[src/hw/mem_pkg.sv]
package mem_pkg;

   // data path of the memory and of both wishbone masters
   localparam int DATA_W = 32;             // one word per access
   localparam int SEL_W  = DATA_W / 8;     // one select bit per byte lane

   // copy engine sequence with one read then one write per word
   typedef enum logic [1:0] {
      CP_IDLE  = 2'd0,    // waiting for start
      CP_READ  = 2'd1,    // fetching a word from the source
      CP_WRITE = 2'd2,    // storing the held word at the destination
      CP_DONE  = 2'd3     // one cycle pulse state then back to idle
   } copy_state_t;

   // who owns the memory port in the arbiter
   typedef enum logic {
      GNT_HOST = 1'b0,    // external load/store port
      GNT_COPY = 1'b1     // block copy engine
   } grant_t;

   // handshake summary shared by both masters
   //   cyc and stb rise together and stay up until ack
   //   ack is a single cycle pulse registered in the arbiter
   //   read data is valid only while ack is high
   //
   // lane mapping
   //   lane 0 is data[7:0] at byte address 4n
   //   lane 3 is data[31:24] at byte address 4n+3
   //   sel picks the lanes and the low two address bits never do
   //
   // grant after reset is the host

endpackage
[src/hw/block_copy_engine.sv]
module block_copy_engine import mem_pkg::*; #(
   parameter int ADDR_W = 13
) (
   input  logic              clk_i,
   input  logic              rst_n_i,
   // control
   input  logic              start_i,     // sampled in idle only
   input  logic [ADDR_W-1:0] src_i,       // first source byte address
   input  logic [ADDR_W-1:0] dst_i,       // first destination byte address
   input  logic [ADDR_W-3:0] len_i,       // words to move
   output logic              busy_o,
   output logic              done_o,      // one cycle pulse at the end
   // wishbone master
   output logic              cyc_o,
   output logic              stb_o,
   output logic              we_o,
   output logic [SEL_W-1:0]  sel_o,
   output logic [ADDR_W-1:0] adr_o,
   output logic [DATA_W-1:0] dat_o,
   input  logic              ack_i,
   input  logic [DATA_W-1:0] dat_i
);

   localparam logic [ADDR_W-1:0] WORD_STEP = ADDR_W'(4);   // byte stride of one word
   localparam logic [ADDR_W-3:0] ONE_WORD  = (ADDR_W-2)'(1);

   copy_state_t          state_q;
   logic [ADDR_W-1:0]    src_q;       // next source word
   logic [ADDR_W-1:0]    dst_q;       // next destination word
   logic [ADDR_W-3:0]    cnt_q;       // words left including current
   logic [DATA_W-1:0]    word_q;      // word in flight between read and write
   logic                 gap_q;       // cyc released for one cycle between words
   logic                 active;

   assign active = (state_q == CP_READ) || (state_q == CP_WRITE);
   assign busy_o = active;
   assign done_o = (state_q == CP_DONE);

   // bus side
   // cyc stays up across the read and write of one word and drops
   // in between words so the host can get in
   assign cyc_o = active && !gap_q;
   assign stb_o = cyc_o;
   assign we_o  = (state_q == CP_WRITE);
   assign sel_o = '1;                     // whole words only
   assign adr_o = we_o ? dst_q : src_q;
   assign dat_o = word_q;

   always_ff @(posedge clk_i) begin
      if (!rst_n_i) begin
         state_q <= CP_IDLE;
         gap_q   <= 1'b0;
         src_q   <= '0;
         dst_q   <= '0;
         cnt_q   <= '0;
      end else begin
         gap_q <= 1'b0;                   // default, set only after a write
         case (state_q)
            CP_IDLE: begin
               if (start_i) begin
                  src_q   <= {src_i[ADDR_W-1:2], 2'b00};   // word aligned
                  dst_q   <= {dst_i[ADDR_W-1:2], 2'b00};
                  cnt_q   <= len_i;
                  state_q <= (len_i == '0) ? CP_DONE : CP_READ;   // empty run skips the bus
               end
            end
            CP_READ: begin
               if (ack_i) begin
                  src_q   <= src_q + WORD_STEP;   // wraps at top of memory
                  state_q <= CP_WRITE;
               end
            end
            CP_WRITE: begin
               if (ack_i) begin
                  dst_q <= dst_q + WORD_STEP;
                  cnt_q <= cnt_q - ONE_WORD;
                  if (cnt_q == ONE_WORD) begin
                     state_q <= CP_DONE;          // last word stored
                  end else begin
                     state_q <= CP_READ;
                     gap_q   <= 1'b1;
                  end
               end
            end
            CP_DONE: state_q <= CP_IDLE;
            default: state_q <= CP_IDLE;
         endcase
      end
   end

   // holding register, loaded from the read ack
   always_ff @(posedge clk_i) begin
      if ((state_q == CP_READ) && ack_i) begin
         word_q <= dat_i;
      end
   end

   // a start during a run would be dropped, the caller must wait for done
   a_no_start_busy : assert property (
      @(posedge clk_i) disable iff (!rst_n_i) busy_o |-> !start_i
   ) else $error("block_copy_engine: start raised while busy");

endmodule

[config.mk]
export PLATFORM = sky130hd
export DESIGN_NAME = block_copy_engine
export DESIGN_NICKNAME = d
export VERILOG_FILES = /design/src/hw/mem_pkg.sv /design/src/hw/block_copy_engine.sv
export SDC_FILE = /design/constraint.sdc
export NUM_CORES = 1
export LEC_CHECK = 0
export ABC_AREA = 1
export ABC_CLOCK_PERIOD_IN_PS = 1950
export BUFFER_PORTS_ARGS = -buffer_cell sky130_fd_sc_hd__buf_2
export CORE_ASPECT_RATIO = 0.6
export CORE_UTILIZATION = 45
export DETAILED_ROUTE_END_ITERATION = 10
export GPL_ROUTABILITY_DRIVEN = 0
export HOLD_SLACK_MARGIN = 0.12
export PLACE_DENSITY = 0.76
export RECOVER_POWER = 50
export SLEW_MARGIN = 10
export SYNTH_ARGS = -nofsm -noshare
export SYNTH_HDL_FRONTEND = slang
export SYNTH_SLANG_ARGS = --single-unit
[constraint.sdc]
create_clock -name clk_i -period 1.95 [get_ports clk_i]
set_input_delay 0.0975 -clock clk_i [delete_from_list [all_inputs] [get_ports clk_i]]
set_output_delay 0.0975 -clock clk_i [all_outputs]
set_load 0.02 [all_outputs]
==> summary.md <==
| Metric | Value |
|---|---|
| Status | `completed` |
| IO buf count | `116` |
| Startpoint types | `flop` |
| Via density | `5.03` |
| Setup TNS | `0 ns` |
| Synth Area in XOR/XNOR | `0.00493` |
| Largest family of logic cells by synthesized area | `simple AND/OR/NAND/NOR gates` |
| # nets final | `714` |
| Final min period | `1.82 ns` |
| Routed WL per cell | `13.9 um` |
| Synth top area cells | `edfxtp_1, dfxtp_1, nand2_1` |
| Filler Cell Count | `675` |
| Die width | `117 um` |
| Slew HR | `0.659` |
| FMAX | `550 MHz` |
| Area growth syn-to-layout | `38.9%` |
| Antenna violations before repair | `0` |
| # DRC | `0` |
| Setup Skew | `0.00391 ns` |
| First-pass GRT wire length | `16.2 mm` |
| RSZ-0062 raised after global routing | `no` |
| Routed Antenna Nets | `0` |
| PD cells | `1510 mW/mm^2` |
| VDD IR max | `0.000863 V` |
| Layout cell share with drive strength beyond 1 | `0.187` |
| Antenna Cells | `0` |
| Worst path max stage delay | `0.39 ns` |
| Die height | `70.8 um` |
| DRT Pass-1 Iters | `5` |
| GRT Util Overall | `0.259` |
| CP Max Fanout | `26` |
| WP data required | `1.85 ns` |
| Cell row count | `24` |
| Netlist cell types | `34` |
| Post-DP HPWL | `7.05 mm` |
| Critical path class | `flop to output port` |
| Initial drt markers | `385` |
| Synth Area in Adders | `0.0317` |
| Inst Count DP | `682` |
| CTS sink cnt | `68` |
| Worst-path clk slew | `0.05 ns` |
| TritonCTS Buffers | `9` |
| Hold Path Class | `input port to flop` |
| Cell taking the most area after synthesis | `edfxtp_1` |
| Synth Area in Simple Gates | `0.251` |
| Synth top area share | `0.271` |
| Compound-Gate Fraction of Synth Area | `0.142` |
| Final hold vios | `0` |
| Via count | `3727` |
| Max_cap viols | `0` |
| Worst path arrival time | `1.72 ns` |
| Leak | `0.00218 uW` |
| Initial Utilization | `0.477` |
| CTS tree | `yes` |
| Multiplexer share of the synthesized area | `0` |
| Tcrit/Tclk final | `0.933` |
| Fin cells | `741` |
| Post-Syn Area | `0.00355 mm^2` |
| Root Driver | `clkbuf_16` |
| Die ar. | `0.00826 mm^2` |
| Tightest Pin Transition | `0.512 ns` |
| Sequential cell area fraction in the yosys report | `0.474` |
| Cells after Synth | `468` |
| Cell-by-cell trace of the critical path | `inv_1 -> ha_2 -> buf_6 -> o21ai_0 -> buf_2` |
| Synth Register Bits | `68` |
| CP endpoint kind | `output port` |
| Slowest cell on crit path | `dfxtp_1` |
| I/O pin total | `127` |
| # setup viols final | `0` |
| Vias in the first global route | `3405` |
| Maximum clock path buffer count | `2` |
| Placeable Area | `0.00745 mm^2` |
| Skew-Pair Late Insertion Delay | `0.32 ns` |
| CTS H-tree depth | `3` |
| Syn avg cell area | `7.59 um^2` |
| Pin count of the biggest net entering global routing | `33` |
| Pins Over Slew Limit | `0` |
| Most frequent cells in the layout | `nand2_1, buf_2, inv_1` |
| Most common cell after layout, fill and taps aside | `nand2_1` |
| WL final | `10.3 mm` |
| Yosys Warn Count | `0` |
| Gr ovfl total | `0` |
==> layout make-up <==
| type | instances | area (um^2) | share of cell area |
|---|---|---|---|
| tap | 104 | 130 | 0.0264 |
| timing repair buffer | 172 | 1070 | 0.216 |
| clock buffer | 11 | 243 | 0.0492 |
| inverter | 53 | 208 | 0.0421 |
| clock inverter | 5 | 51.3 | 0.0104 |
| multi-input combinational | 328 | 1550 | 0.315 |
| sequential | 68 | 1680 | 0.341 |
==> through the flow <==
step	area, um^2	hold WS, ns	worst slack (ns)	utilization	total power (uW)
6_report	4930	0.138	0.131	0.662	7460
5_1_grt	4930	0.140	0.0149	0.662	7970
4_1_cts	4970	0.131	0.0162	0.668	7440
3_5_place_dp	4260	0.276	0.129	0.572	5750
3_3_place_gp	4260	0.274	0.229	0.572	5660
2_1_floorplan	3570	0.196	0.0750	-	4780
==> repair_timing <==
item / CTS / global route
endpoints found under the setup margin: 1 / 13
hold endpoints to repair: 42 / 0
buffers inserted: 0 / 1
hold buffers: 42 / 0
pin swaps: 0 / 1
resized for setup: 2 / 2
==> sequential cells by signal, indices dropped and copies added (netlist names) <==
signal / count
gap_q: 1
dat_o: 32
cnt_q: 11
state_q: 2
dst_q: 11
src_q: 11
==> critical path: cells and delay by family, from the launching register on <==
family / cells / cell delay (ns)
compound gates: 1 / 0.26
fa+ha+maj: 1 / 0.24
buf+inv: 3 / 0.50
flops: 1 / 0.39
==> power breakdown <==
group | switching (uW) | internal (uW) | total, uW
registers | 365 | 1950 | 2310
logic | 2330 | 1230 | 3560
clock network | 575 | 1010 | 1590
==> logic make-up (layout without fill, tap and decap cells) <==
group / Yosys count / in the layout
compound gates: 95 / 95
xor+xnor: 2 / 2
fa+ha+maj: 9 / 9
buf+inv: 76 / 241
flops: 68 / 68
other cells: 2 / 6
simple gates: 216 / 216
==> Yosys cell counts <==
library cell	number
nor3_1	7
buf_2	5
inv_2	2
o22ai_1	1
o211ai_1	3
o21a_1	1
nand2_1	123
edfxtp_1	32
nor2_4	2
buf_4	9
and2_1	1
o21ai_0	39
a211oi_1	1
dfxtp_1	36
conb_1	2
o2111ai_1	1
a31oi_1	5
xnor2_1	2
or2_2	2
nand3_1	29
buf_1	1
o21ai_1	5
clkbuf_1	7
clkinv_1	1
inv_1	49
a41oi_1	1
buf_6	1
inv_4	1
a21oi_1	37
nor2_1	47
or2_1	1
ha_1	9
o21bai_1	1
nand4_1	4
==> metal layers <==
layer	up-vias	part of all wire	track usage
li1	1853	-	-
met1	1672	0.44	0.349
met2	178	0.45	0.401
met3	24	0.085	0.0771
met4	0	0.020	0.0858
met5	-	0	0
==> final timing paths <==
check	startpoint	to	slack, ns	depth (start not counted)
min	dst_i[10]	dst_q[10]$_SDFFE_PN0P_	0.14	5
min reg2reg	cnt_q[5]$_SDFFE_PN0P_	cnt_q[5]$_SDFFE_PN0P_	0.48	2
max	state_q[0]$_SDFFE_PN0P_	adr_o[2]	0.13	5
max reg2reg	state_q[0]$_SDFFE_PN0P_	dst_q[11]$_SDFFE_PN0P_	0.14	10
Note: power is estimated with default switching activity, not from simulation.
