### src/hw/mem_pkg.sv
package mem_pkg;

   // data path of the memory and of both wishbone masters
   localparam int DATA_W = 32;             // one word per access
   localparam int SEL_W  = DATA_W / 8;     // one select bit per byte lane

   // copy engine sequence with one read then one write per word
   typedef enum logic [1:0] {
      CP_IDLE  = 2'd0,    // waiting for start
      CP_READ  = 2'd1,    // fetching a word from the source
      CP_WRITE = 2'd2,    // storing the held word at the destination
      CP_DONE  = 2'd3     // one cycle pulse state then back to idle
   } copy_state_t;

   // who owns the memory port in the arbiter
   typedef enum logic {
      GNT_HOST = 1'b0,    // external load/store port
      GNT_COPY = 1'b1     // block copy engine
   } grant_t;

   // handshake summary shared by both masters
   //   cyc and stb rise together and stay up until ack
   //   ack is a single cycle pulse registered in the arbiter
   //   read data is valid only while ack is high
   //
   // lane mapping
   //   lane 0 is data[7:0] at byte address 4n
   //   lane 3 is data[31:24] at byte address 4n+3
   //   sel picks the lanes and the low two address bits never do
   //
   // grant after reset is the host

endpackage
### src/hw/wb_arbiter.sv
module wb_arbiter import mem_pkg::*; #(
   parameter int ADDR_W = 13
) (
   input  logic              clk_i,
   input  logic              rst_n_i,
   // host master
   input  logic              h_cyc_i,
   input  logic              h_stb_i,
   input  logic              h_we_i,
   input  logic [SEL_W-1:0]  h_sel_i,
   input  logic [ADDR_W-1:0] h_adr_i,
   input  logic [DATA_W-1:0] h_dat_i,
   output logic              h_ack_o,
   output logic [DATA_W-1:0] h_dat_o,
   // copy engine master
   input  logic              c_cyc_i,
   input  logic              c_stb_i,
   input  logic              c_we_i,
   input  logic [SEL_W-1:0]  c_sel_i,
   input  logic [ADDR_W-1:0] c_adr_i,
   input  logic [DATA_W-1:0] c_dat_i,
   output logic              c_ack_o,
   output logic [DATA_W-1:0] c_dat_o,
   // memory
   output logic              mem_we_o,
   output logic [SEL_W-1:0]  mem_sel_o,
   output logic [ADDR_W-1:0] mem_adr_o,
   output logic [DATA_W-1:0] mem_wdat_o,
   input  logic [DATA_W-1:0] mem_rdat_i
);

   grant_t              grant_q;     // owner in the previous cycle that routes ack
   grant_t              owner;       // owner in this cycle
   logic                held_q;      // owner had cyc up last cycle
   logic                ack_q;       // the one shared ack
   logic [DATA_W-1:0]   rdat_q;      // read word returned with ack
   logic                last_cyc;    // cyc of previous owner
   logic                other_cyc;   // cyc of the other master
   logic                pass_on;     // hand the bus over this cycle
   logic                own_cyc;
   logic                own_stb;
   logic                own_we;
   logic                issue;       // access performed at the coming edge

   // hand-over
   // an owner that kept cyc up keeps the bus, otherwise a requesting
   // peer takes it, which also settles a tie in its favour
   assign last_cyc  = (grant_q == GNT_HOST) ? h_cyc_i : c_cyc_i;
   assign other_cyc = (grant_q == GNT_HOST) ? c_cyc_i : h_cyc_i;
   assign pass_on   = other_cyc && !(held_q && last_cyc);
   assign owner     = pass_on ? ((grant_q == GNT_HOST) ? GNT_COPY : GNT_HOST) : grant_q;

   // request mux onto the memory
   always_comb begin
      if (owner == GNT_HOST) begin
         own_cyc    = h_cyc_i;
         own_stb    = h_stb_i;
         own_we     = h_we_i;
         mem_sel_o  = h_sel_i;
         mem_adr_o  = h_adr_i;
         mem_wdat_o = h_dat_i;
      end else begin
         own_cyc    = c_cyc_i;
         own_stb    = c_stb_i;
         own_we     = c_we_i;
         mem_sel_o  = c_sel_i;
         mem_adr_o  = c_adr_i;
         mem_wdat_o = c_dat_i;
      end
   end

   // no access in the ack cycle since the master may still show the old request
   assign issue    = own_cyc && own_stb && !ack_q;
   assign mem_we_o = issue && own_we;     // write lands with the ack edge

   always_ff @(posedge clk_i) begin
      if (!rst_n_i) begin
         grant_q <= GNT_HOST;
         held_q  <= 1'b0;
         ack_q   <= 1'b0;
      end else begin
         grant_q <= owner;
         held_q  <= own_cyc;                 // continuity of the owner's cycle
         ack_q   <= issue;
      end
   end

   always_ff @(posedge clk_i) begin
      if (issue && !own_we) begin
         rdat_q <= mem_rdat_i;               // combinational read captured here
      end
   end

   // grant_q still names the master that was served
   assign h_ack_o = ack_q && (grant_q == GNT_HOST);
   assign c_ack_o = ack_q && (grant_q == GNT_COPY);
   assign h_dat_o = rdat_q;
   assign c_dat_o = rdat_q;

endmodule

### config.mk
export PLATFORM = sky130hd
export DESIGN_NAME = wb_arbiter
export DESIGN_NICKNAME = d
export VERILOG_FILES = /design/src/hw/mem_pkg.sv /design/src/hw/wb_arbiter.sv
export SDC_FILE = /design/constraint.sdc
export NUM_CORES = 1
export LEC_CHECK = 0
export ABC_AREA = 1
export BUFFER_PORTS_ARGS = -buffer_cell sky130_fd_sc_hd__clkbuf_2
export CAP_MARGIN = 20
export CORE_AREA = 2 2 97 99
export CTS_CLUSTER_SIZE = 12
export DETAILED_ROUTE_END_ITERATION = 12
export DIE_AREA = 0 0 99 101
export GPL_TIMING_DRIVEN = 1
export PLACE_DENSITY = 0.61
export SETUP_SLACK_MARGIN = 0.2
export SKIP_LAST_GASP = 1
export SLEW_MARGIN = 15
export SYNTH_ARGS = -nofsm -noshare
export SYNTH_HDL_FRONTEND = slang
export SYNTH_SLANG_ARGS = --single-unit
### constraint.sdc
create_clock -name clk_i -period 3.43 [get_ports clk_i]
set_input_delay 0.1715 -clock clk_i [delete_from_list [all_inputs] [get_ports clk_i]]
set_output_delay 0.1715 -clock clk_i [all_outputs]
set_load 0.1 [all_outputs]
==> results by group, run 1 <==
Yosys
  • Netlist area before placement: 2040 sq um
  • Post-synth top flop: edfxtp_1
  • Asr flop ratio synth: 0%
  • Main area contributors after synthesis: edfxtp_1 47%, nand2_1 29%, buf_4 15%, dfxtp_1 2.9%, inv_1 1.5%
  • Leading post-synthesis cells by instance count: 160 x nand2_1, 41 x buf_4, 32 x edfxtp_1, 8 x inv_1, 8 x nor2_1
  • Number of synthesized flops with an enable pin: 32
  • Syn_nets: 398
  • Cell with the most instances after synthesis: nand2_1
  • Count of distinct cell types in the synthesized netlist: 10
  • Synth top area share: 47.0%
  • Synthesized instance count: 260
  • Average footprint of a synthesized cell: 7.86 sq um
  • Cell accounting for the most synthesized area: edfxtp_1
  • Sequential area share after synthesis: 50.0%
  • Register bit count reported by yosys: 35
  • Number of warnings printed during yosys synthesis: 0

Clocking
  • Sink Count: 35
  • Number of levels in the clock H-tree: 2
  • Worst-skew pair later-pin latency: 0.28 ns
  • Number of setup buffers added after CTS: 0
  • Clock buffer count from CTS: 5
  • Clock buffer depth: 2
  • Hold buffer count at cts: 0
  • Post-cts resize count: 0
  • CTS tree: built
  • Clock transition at the registers of the reported paths: 0.08 ns
  • Clk Tree Root Cell: clkbuf_8

Placed design
  • Final HPWL DP: 5550 um
  • Final weighted congestion in routability-driven placement: 0.722
  • Number of cells after detailed placement: 583
  • IO Port Bufs: 253
  • DP Area: 3140 sq um

Floorplanning
  • Row cnt: 35
  • Initial Utilization: 22.8%
  • Die area: 10000 sq um
  • Placeable Area: 8980 sq um
  • Die span in y: 101 um
  • Overall die width: 99 um
  • Number of primary I/O pins: 254

Critical path
  • CP most frequent cell: nand2_1
  • CP max-delay cell: nand2_2
  • Family with the most delay on the worst path: simple AND/OR/NAND/NOR gates
  • Worst path arrival time: 2.25 ns
  • R2R depth: 7
  • Chain of cells forming the critical path: inv_1, nand2_1, nand2_2, nand2_1, nand2_1, nor2_1, clkbuf_2
  • Biggest fanout along the worst timing path: 52
  • Critical path depth: 7
  • Largest stage delay, worst path: 0.50 ns
  • Critical Path RT: 3.26 ns
  • Endpoint kind of the worst setup timing path: output pin
  • Critical path type: flop to output pin
  • CP startpoint kind: flop
  • Worst Path Buf+Inv: 2

STA
  • Sum of negative setup slack: 0 ns
  • Unrepaired setup endpoints after global routing: no
  • Hold Vio Cnt, Final: 0
  • Worst Tran Pin Value: 0.884 ns
  • Maximum clock frequency: 413 MHz
  • Layout Skew: 0.0104 ns
  • Final Cycle Share: 70.6%
  • Final-layout worst hold slack: 0.0551 ns
  • Finish-stage setup viols: 0
  • Count of final max-slew check failures: 0
  • Headroom to the max-slew limit: 40.8%
  • Min Clock Period, post-route: 2.42 ns

Pwr
  • Areal power density over the cells: 689 nW/um^2
  • Max rail drop VDD: 250 uV
  • Leakage power: 1.98 nW

Drt
  • Detail Route Antenna Nets: 0
  • Post-detailed-route wirelength per cell: 11.2 um
  • Drt total wl: 6620 um
  • DRC violations left: 0
  • Number of detailed-routing iterations run before antenna repair: 4
  • Via-per-instance ratio: 4.05
  • Number of vias after detailed routing: 2,400
  • Count of routing violations after the opening detailed-route iteration: 35

Job
  • Number of max-cap violations: 0

Finish
  • Area grow syn2layout: 59.3%
  • Multi-input combinational cell area: 676 sq um
  • Number of nets in the final layout: 617
  • Non-filler cells in the finished layout: 592
  • Sequential cell area: 1020 sq um
  • Fraction of layout instances using a drive strength above 1: 55.4%
  • Post-layout instance area: 3250 sq um
  • Fillers: 910

Global routing
  • Maximum number of pins on one net before global-route repair: 53
  • GRT Util Overall: 12.1%
  • Total grt overflow: 0
  • Global-route wire length before repair: 9700 um
  • Number of antenna violations at the first check in global routing: 1
  • Vias in the first global route: 2,159

Min path
  • Cell depth of the worst hold path: 1
  • Worst hold-check path type: input port to flop

Run status
  • Run status: finished clean
-- logic make-up (layout without fill, tap and decap cells) --
group / after synthesis / after routing / synth area share (%)
DFF: 35 / 35 / 50.0
other: 0 / 1 / 0
buffers and inverters: 50 / 270 / 17.1
and+or+nand+nor: 175 / 175 / 32.9
-- power breakdown --
part	switching [mW]	internal [mW]	total, mW
Sequential	0.0171	0.508	0.525
Clock	0.158	0.217	0.375
Combinational	1.16	0.179	1.34
Total	1.34	0.903	2.24
-- final cells by class --
cell class / count / share of cell area [%]
sequential: 35 / 31.4
tap: 111 / 4.27
timing repair buffer: 254 / 39.1
clock buffer: 5 / 2.11
multi-input combinational: 175 / 20.8
inverter: 8 / 0.923
antenna: 1 / 0.0769
clock inverter: 3 / 1.35
-- final timing paths --
path                                     start           to  slack [ns]
worst max-delay path                   grant_q     mem_we_o        1.01
worst min-delay path            mem_rdat_i[22]  c_dat_o[22]        0.06
worst max register to register         grant_q  c_dat_o[13]        1.20
worst min register to register           ack_q        ack_q        0.67
-- worst register-to-register path: stages, from the launching register on --
cell	delay [ns]
dfxtp_1	0.41
inv_1	0.09
nand2_1	0.11
nand2_2	0.50
nand2_1	0.21
nand2_1	0.08
nor2_2	0.09
buf_4	0.37
-- state kept, by name (all words and copies together) (netlist names) --
name / count
c_dat_o: 32
ack_q: 1
grant_q: 1
held_q: 1
-- routing by layer --
metal	vias up	track usage (%)	wire length, um
met3	4	3.40	747
met2	164	22.0	3370
li1	1206	-	-
met5	-	0	0
met1	1026	13.4	2440
met4	0	4.43	66
-- cell usage in the layout, fill, tap and decap left out, drive strengths merged --
master and count:
clkinv 2, bufinv 1, inv 8, buf 1, dfxtp 3, nor2 8
diode 1, nand3 5, nand2 162, clkbuf 258, edfxtp 32
-- per-stage QoR --
step,power [mW],utilization [%],setup slack (ns)
finish,2.24,36.3,1.01
global route,2.33,36.2,0.751
CTS,2.27,36.2,0.961
detailed placement,1.88,35.0,1.19
global placement,1.87,35.0,1.26
floorplan,1.70,-,0.937
(Power assumes the default switching activity.)
==> run 2: changes to the inputs <==
--- a/config.mk
+++ b/config.mk
@@ -8,12 +8,12 @@
 export ABC_AREA = 1
 export BUFFER_PORTS_ARGS = -buffer_cell sky130_fd_sc_hd__clkbuf_2
 export CAP_MARGIN = 20
-export CORE_AREA = 2 2 97 99
+export CORE_AREA = 2 2 98 100
 export CTS_CLUSTER_SIZE = 12
 export DETAILED_ROUTE_END_ITERATION = 12
-export DIE_AREA = 0 0 99 101
+export DIE_AREA = 0 0 100 102
 export GPL_TIMING_DRIVEN = 1
-export PLACE_DENSITY = 0.61
+export PLACE_DENSITY = 0.63
 export SETUP_SLACK_MARGIN = 0.2
 export SKIP_LAST_GASP = 1
 export SLEW_MARGIN = 15
==> constraint.sdc (replaced) <==
create_clock -name clk_i -period 2.13 [get_ports clk_i]
set_input_delay 0.1065 -clock clk_i [delete_from_list [all_inputs] [get_ports clk_i]]
set_output_delay 0.1065 -clock clk_i [all_outputs]
set_load 0.1 [all_outputs]
==> results by group, run 2 (synthesis gave the netlist of run 1 again) <==
Pwr
  • Areal power density over the cells: 933 nW/um^2 (+35%)
  • Design Power: 3.96 mW (+77%)
  • Clock network fraction of design power: 10.8% (-5.9 points)
  • Leakage power: 2.33 nW (+17%)
  • Fraction of power spent switching nets: 55.6% (-4.1 points)
  • Relative contribution of combinational cells to total power: 67.8% (+8.0 points)
  • Sequential fraction of design power: 21.4% (-2.0 points)
  • Cell internal pwr: 1.76 mW (+95%)
  • Reported net switching power: 2.20 mW (+65%)
  • Max rail drop VDD: 354 uV (+42%)

Critical path
  • Critical R2R Launch: grant_q
  • Largest stage delay, worst path: 0.34 ns (-0.16 ns)
  • Worst Setup SP: held_q
  • Worst path arrival time: 1.67 ns (-0.58 ns)
  • Endpoint kind of the worst setup timing path: output pin
  • Reg-to-reg critical path endpoint: c_dat_o[5]
  • CP startpoint kind: flop
  • Setup slack on the worst flop-to-flop path: 0.56 ns (-0.64 ns)
  • Biggest fanout along the worst timing path: 35 (-33%)
  • Critical path type: flop to output pin
  • Critical Path RT: 2.02 ns (-1.24 ns)
  • Chain of cells forming the critical path: nand2_1, nand2_1, nand2_1, nand2_4, buf_12, nand2_1, nand2_1, buf_12
  • CP max-delay cell: dfxtp_1
  • R2R depth: 7 (unchanged)
  • CP most frequent cell: nand2_1

Drt
  • Number of detailed-routing iterations run before antenna repair: 4 (unchanged)
  • Drt total wl: 7320 um (+11%)
  • Number of vias after detailed routing: 2,490 (+3.8%)
  • Via-per-instance ratio: 4.05 (-0.13%)
  • Count of routing violations after the opening detailed-route iteration: 46 (+31%)
  • Post-detailed-route wirelength per cell: 11.9 um (+6.5%)
  • Detail Route Antenna Nets: 0 (unchanged)
  • DRC violations left: 0 (unchanged)

Floorplanning
  • Overall die width: 100 um (+1.0%)
  • Die span in y: 102 um (+0.99%)
  • Number of primary I/O pins: 254 (unchanged)
  • Die area: 10,200 sq um (+2.0%)
  • Placeable Area: 9110 sq um (+1.5%)
  • Initial Utilization: 22.4% (-0.33 points)
  • Row cnt: 35 (unchanged)

STA
  • Count of final max-slew check failures: 0 (unchanged)
  • Sum of negative setup slack: 0 ns (unchanged)
  • Maximum clock frequency: 564 MHz
  • Layout Skew: 0.00730 ns (-0.00313 ns)
  • Worst Tran Pin Value: 0.573 ns (-0.312 ns)
  • Headroom to the max-slew limit: 62.0% (+21 points)
  • Final Cycle Share: 83.3%
  • Hold Vio Cnt, Final: 0 (unchanged)
  • Min Clock Period, post-route: 1.77 ns
  • Unrepaired setup endpoints after global routing: no
  • Finish-stage setup viols: 0 (unchanged)

Placed design
  • Final HPWL DP: 6310 um (+14%)
  • Final weighted congestion in routability-driven placement: 0.763 (+5.6%)
  • DP Area: 3950 sq um (+26%)
  • IO Port Bufs: 253 (unchanged)

Run status
  • Run status: finished clean

Finish
  • Number of flip-flops in the largest register: 32 (unchanged)
  • Most frequent cells in the layout: 203 x clkbuf_2, 160 x nand2_1, 52 x buf_12
  • Most common library cell in the layout ignoring fill and taps: clkbuf_2
  • Post-layout instance area: 4250 sq um (+31%)
  • Fraction of layout instances using a drive strength above 1: 53.4% (-2.0 points)
  • Area grow syn2layout: 108%
  • Count of antenna diodes in the layout: 0 (-1)
  • Final cell utilization of the core: 46.6% (+10 points)
  • Number of nets in the final layout: 642 (+4.1%)

Clocking
  • Number of levels in the clock H-tree: 2 (unchanged)
  • Worst-skew pair later-pin latency: 0.28 ns (about the same)
  • Clock transition at the registers of the reported paths: 0.07 ns (about the same)
  • Clock buffer count from CTS: 5 (unchanged)
  • Number of setup buffers added after CTS: 0 (unchanged)
  • Clk Tree Root Cell: clkbuf_8
  • Sink Count: 35 (unchanged)
  • Clock buffer depth: 2 (unchanged)
  • CTS tree: built

Min path
  • Cell depth of the worst hold path: 1 (unchanged)
  • Endpoint of the worst hold path: c_dat_o[20]
  • Worst hold-check path type: input port to flop
  • Hold wc startpoint: mem_rdat_i[20]

Global routing
  • GRT Util Overall: 13.3% (+1.2 points)
  • Number of antenna violations at the first check in global routing: 0 (-1)
  • Vias in the first global route: 2,332 (+8.0%)
  • Global-route wire length before repair: 10,700 um (+10%)
  • Maximum number of pins on one net before global-route repair: 37 (-30%)
  • Total grt overflow: 0 (unchanged)

Job
  • Number of max-cap violations: 0 (unchanged)
-- run 2: cell count changes in the layout (fill, tap and decap cells not counted), sizes merged --
| cell | change |
|---|---|
| bufinv | -1 |
| clkbuf | -50 |
| dlygate4sd3 | +21 |
| buf | +54 |
| diode | -1 |
-- run 2: final cells by class --
type	count	area (sq um)
Clock buffer	5	68.8
Clock inverter	2	8.76
Fill cell	844	4860
Inverter	8	30.0
Multi-Input combinational cell	175	688
Sequential cell	35	1020
Tap cell	111	139
Timing Repair Buffer	279	2290
-- run 2: per-layer routing --
layer | wire length [um] | vias up | track usage (%)
met5 | 0 | - | 0
met2 | 4050 | 157 | 26.8
met4 | 136 | 0 | 5.06
li1 | - | 1256 | -
met3 | 615 | 10 | 2.80
met1 | 2520 | 1067 | 13.3
-- run 2: worst max-delay path by stage --
stage / cells after the start / endpoint
CTS: 7 / mem_wdat_o[10]
floorplan: 7 / mem_we_o
detailed placement: 7 / c_dat_o[6]
finish: 8 / mem_wdat_o[10]
global placement: 7 / c_dat_o[19]
global route: 7 / mem_sel_o[0]
-- run 2: power by group through the flow --
| stage | clock [mW] | sequential (mW) | combinational (mW) |
|---|---|---|---|
| after global routing | 0.487 | 0.853 | 2.77 |
| after floorplan | 0 | 1.19 | 1.56 |
| after global placement | 0 | 0.860 | 2.66 |
| after detailed placement | 0 | 0.864 | 2.67 |
| final | 0.428 | 0.849 | 2.69 |
| after CTS | 0.455 | 0.849 | 2.69 |
-- run 2: worst max-delay path: cells and delay by family (launching register included) --
family / cells / cell delay [ns]
simple gates: 6 / 0.64
buf+inv: 2 / 0.40
flops: 1 / 0.34
-- run 2: stage by stage --
stage	cells	setup slack, ns	hold WS (ns)
6_report	615	0.356	0.00962
5_1_grt	615	0.226	-0.0000755
4_1_cts	608	0.241	0.000189
3_5_place_dp	587	0.436	0.285
3_3_place_gp	587	0.492	0.286
2_1_floorplan	260	0.388	0.205
-- run 2: repair_timing --
| action | in CTS | in global routing |
|---|---|---|
| gates resized for setup | 0 | 2 |
| hold buffers | 14 | 7 |
| endpoints found under the hold margin | 14 | 7 |
| setup endpoints to repair | 0 | 36 |
==> run 3: changes to the inputs <==
--- a/config.mk
+++ b/config.mk
@@ -8,12 +8,12 @@
 export ABC_AREA = 1
 export BUFFER_PORTS_ARGS = -buffer_cell sky130_fd_sc_hd__clkbuf_2
 export CAP_MARGIN = 20
-export CORE_AREA = 2 2 98 100
+export CORE_AREA = 2 2 97 99
 export CTS_CLUSTER_SIZE = 12
 export DETAILED_ROUTE_END_ITERATION = 12
-export DIE_AREA = 0 0 100 102
+export DIE_AREA = 0 0 99 101
 export GPL_TIMING_DRIVEN = 1
-export PLACE_DENSITY = 0.63
+export PLACE_DENSITY = 0.61
 export SETUP_SLACK_MARGIN = 0.2
 export SKIP_LAST_GASP = 1
 export SLEW_MARGIN = 15
==> constraint.sdc (replaced) <==
create_clock -name clk_i -period 1.7 [get_ports clk_i]
set_input_delay 0.085 -clock clk_i [delete_from_list [all_inputs] [get_ports clk_i]]
set_output_delay 0.085 -clock clk_i [all_outputs]
set_load 0.1 [all_outputs]
==> results by group, run 3 (synthesis gave the netlist of run 1 again) <==
Run status
  • Run status: finished clean

Floorplanning
  • Die span in y: 101 um (-0.98%)
  • Initial Utilization: 22.8% (+0.33 points)
  • Number of primary I/O pins: 254 (unchanged)
  • Die area: 10000 sq um (-2.0%)
  • Row cnt: 35 (unchanged)
  • Overall die width: 99 um (-1.0%)
  • Placeable Area: 8980 sq um (-1.4%)

Drt
  • Count of routing violations after the opening detailed-route iteration: 60 (+30%)
  • DRC violations left: 0 (unchanged)
  • Number of vias after detailed routing: 2,641 (+6.1%)
  • Drt total wl: 8640 um (+18%)
  • Detail Route Antenna Nets: 0 (unchanged)
  • Via-per-instance ratio: 4.14 (+2.2%)
  • Post-detailed-route wirelength per cell: 13.5 um (+14%)
  • Number of detailed-routing iterations run before antenna repair: 4 (unchanged)

Clocking
  • CTS tree: built
  • Number of levels in the clock H-tree: 2 (unchanged)
  • Worst-skew pair later-pin latency: 0.27 ns (about the same)
  • Clock buffer count from CTS: 5 (unchanged)
  • Clock transition at the registers of the reported paths: 0.06 ns (about the same)
  • Clock buffer depth: 2 (unchanged)
  • Clk Tree Root Cell: clkbuf_8
  • Sink Count: 35 (unchanged)

Pwr
  • Cell internal pwr: 2.44 mW (+39%)
  • Reported net switching power: 2.95 mW (+34%)
  • Relative contribution of combinational cells to total power: 70.2% (+2.4 points)
  • Sequential fraction of design power: 19.8% (-1.6 points)
  • Areal power density over the cells: 1070 nW/um^2 (+15%)
  • Clock network fraction of design power: 10.1% (-0.7 points)
  • Max rail drop VDD: 459 uV (+30%)
  • Design Power: 5.39 mW (+36%)
  • Leakage power: 2.63 nW (+13%)
  • Fraction of power spent switching nets: 54.7% (-0.95 points)

Finish
  • Number of flip-flops in the largest register: 32 (unchanged)
  • Most frequent cells in the layout: 203 x clkbuf_2, 82 x nand2_1, 57 x buf_12
  • Fraction of layout instances using a drive strength above 1: 69.3% (+16 points)
  • Final cell utilization of the core: 56.2% (+9.6 points)
  • Non-filler cells in the finished layout: 638 (+3.7%)
  • Most common library cell in the layout ignoring fill and taps: clkbuf_2
  • Count of antenna diodes in the layout: 0 (unchanged)
  • Number of nets in the final layout: 665 (+3.6%)
  • Fillers: 731 (-13%)
  • Area grow syn2layout: 147%

Critical path
  • Critical Path RT: 1.62 ns (-0.40 ns)
  • CP startpoint kind: flop
  • Worst path arrival time: 1.55 ns (-0.12 ns)
  • Worst Path Buf+Inv: 2 (unchanged)
  • Family with the most delay on the worst path: simple AND/OR/NAND/NOR gates
  • Critical path type: flop to output pin
  • Setup slack on the worst flop-to-flop path: 0.16 ns (-0.40 ns)
  • Chain of cells forming the critical path: nand2_2, nand2_2, nand2_4, nand2_8, buf_12, nand2_1, nand2_4, nor2_4, buf_12
  • Largest stage delay, worst path: 0.33 ns (about the same)
  • CP max-delay cell: dfxtp_2
  • Worst Setup SP: held_q
  • Endpoint kind of the worst setup timing path: output pin
  • Biggest fanout along the worst timing path: 7 (-80%)
  • Critical R2R Launch: held_q

Placed design
  • Final HPWL DP: 6180 um (-1.9%)
  • Number of cells after detailed placement: 587 (unchanged)
  • Worst Setup Slack post-DPL: 0.267 ns (-0.169 ns)
  • Final weighted congestion in routability-driven placement: 0.767 (+0.60%)
  • IO Port Bufs: 253 (unchanged)

Job
  • Number of max-cap violations: 0 (unchanged)

STA
  • Headroom to the max-slew limit: 61.0% (-0.94 points)
  • Sum of negative setup slack: 0 ns (unchanged)
  • Finish-stage setup viols: 0 (unchanged)
  • Final Cycle Share: 96.4%
  • Count of final max-slew check failures: 0 (unchanged)
  • Hold Vio Cnt, Final: 0 (unchanged)
  • Maximum clock frequency: 610 MHz
  • Layout Skew: 0.00183 ns (-0.00547 ns)
  • Min Clock Period, post-route: 1.64 ns
  • Unrepaired setup endpoints after global routing: yes
  • Worst setup margin: 0.0612 ns (-0.294 ns)
  • Worst Tran Pin Value: 0.587 ns (+0.0142 ns)

Global routing
  • Global routing usage on met2: 27.7% (+0.94 points)
  • Global routing usage on met3: 3.88% (+1.1 points)
  • Number of antenna violations at the first check in global routing: 0 (unchanged)
  • Maximum number of pins on one net before global-route repair: 33 (-11%)
  • Global-route wire length before repair: 11,600 um (+8.4%)
  • Met1 track utilization from global routing: 15.7% (+2.4 points)
  • Vias in the first global route: 2,501 (+7.2%)
  • Most congested layer reported by global routing: met2
  • Total grt overflow: 0 (unchanged)
  • GRT Util Overall: 14.5% (+1.2 points)

Min path
  • Worst hold-check path type: input port to flop
  • Hold wc startpoint: rst_n_i
## run 3: stage by stage
step | instance area (sq um) | hold WS (ns)
5_1_grt | 5050 | 0.0743
4_1_cts | 4720 | 0.00429
3_5_place_dp | 4080 | 0.264
6_report | 5050 | 0.0820
2_1_floorplan | 2190 | 0.184
3_3_place_gp | 4080 | 0.263
## run 3: path summary, 6_finish.rpt
path | endpoint | depth (start not counted)
setup reg to reg | c_dat_o[13] | 8
hold reg to reg | ack_q | 3
setup / recovery | mem_we_o | 9
hold / removal | grant_q | 3
## run 3: per-layer routing
layer  part of all wire, %  wire length [um]
met1                    35              3050
met5                     0                 0
met3                   8.4               726
met2                    56              4800
met4                  0.68                59
## run 3: worst min-delay path, stage by stage
cell and delay, ns:
clkbuf_2 0.08, inv_1 0.10, nor2_1 0.06
## run 3: final cells by class
cell class                      instances  area, sq um  area share, %
Inverter                                8         32.5          0.645
Clock inverter                          2         8.76          0.174
Timing Repair Buffer                  302         2690           53.3
Tap cell                              111          139           2.75
Multi-Input combinational cell        175         1080           21.4
Sequential cell                        35         1030           20.3
Clock buffer                            5         68.8           1.36
## run 3: power by group through the flow
stage                     sequential, mW  combinational (mW)  clock (mW)
after global routing                1.07                3.90       0.602
after CTS                           1.06                3.62       0.566
after floorplan                     1.49                2.02           0
after detailed placement            1.08                3.41           0
after global placement              1.08                3.39           0
final                               1.07                3.78       0.543
## run 3: what timing repair did
| item | CTS | global route |
|---|---|---|
| pin swaps | 9 | 22 |
| endpoints found under the hold margin | 31 | 1 |
| setup endpoints to repair | 50 | 82 |
| buffers inserted | 3 | 1 |
| hold buffers | 31 | 1 |
| gates cloned | 3 | 5 |
| gates resized for setup | 35 | 48 |
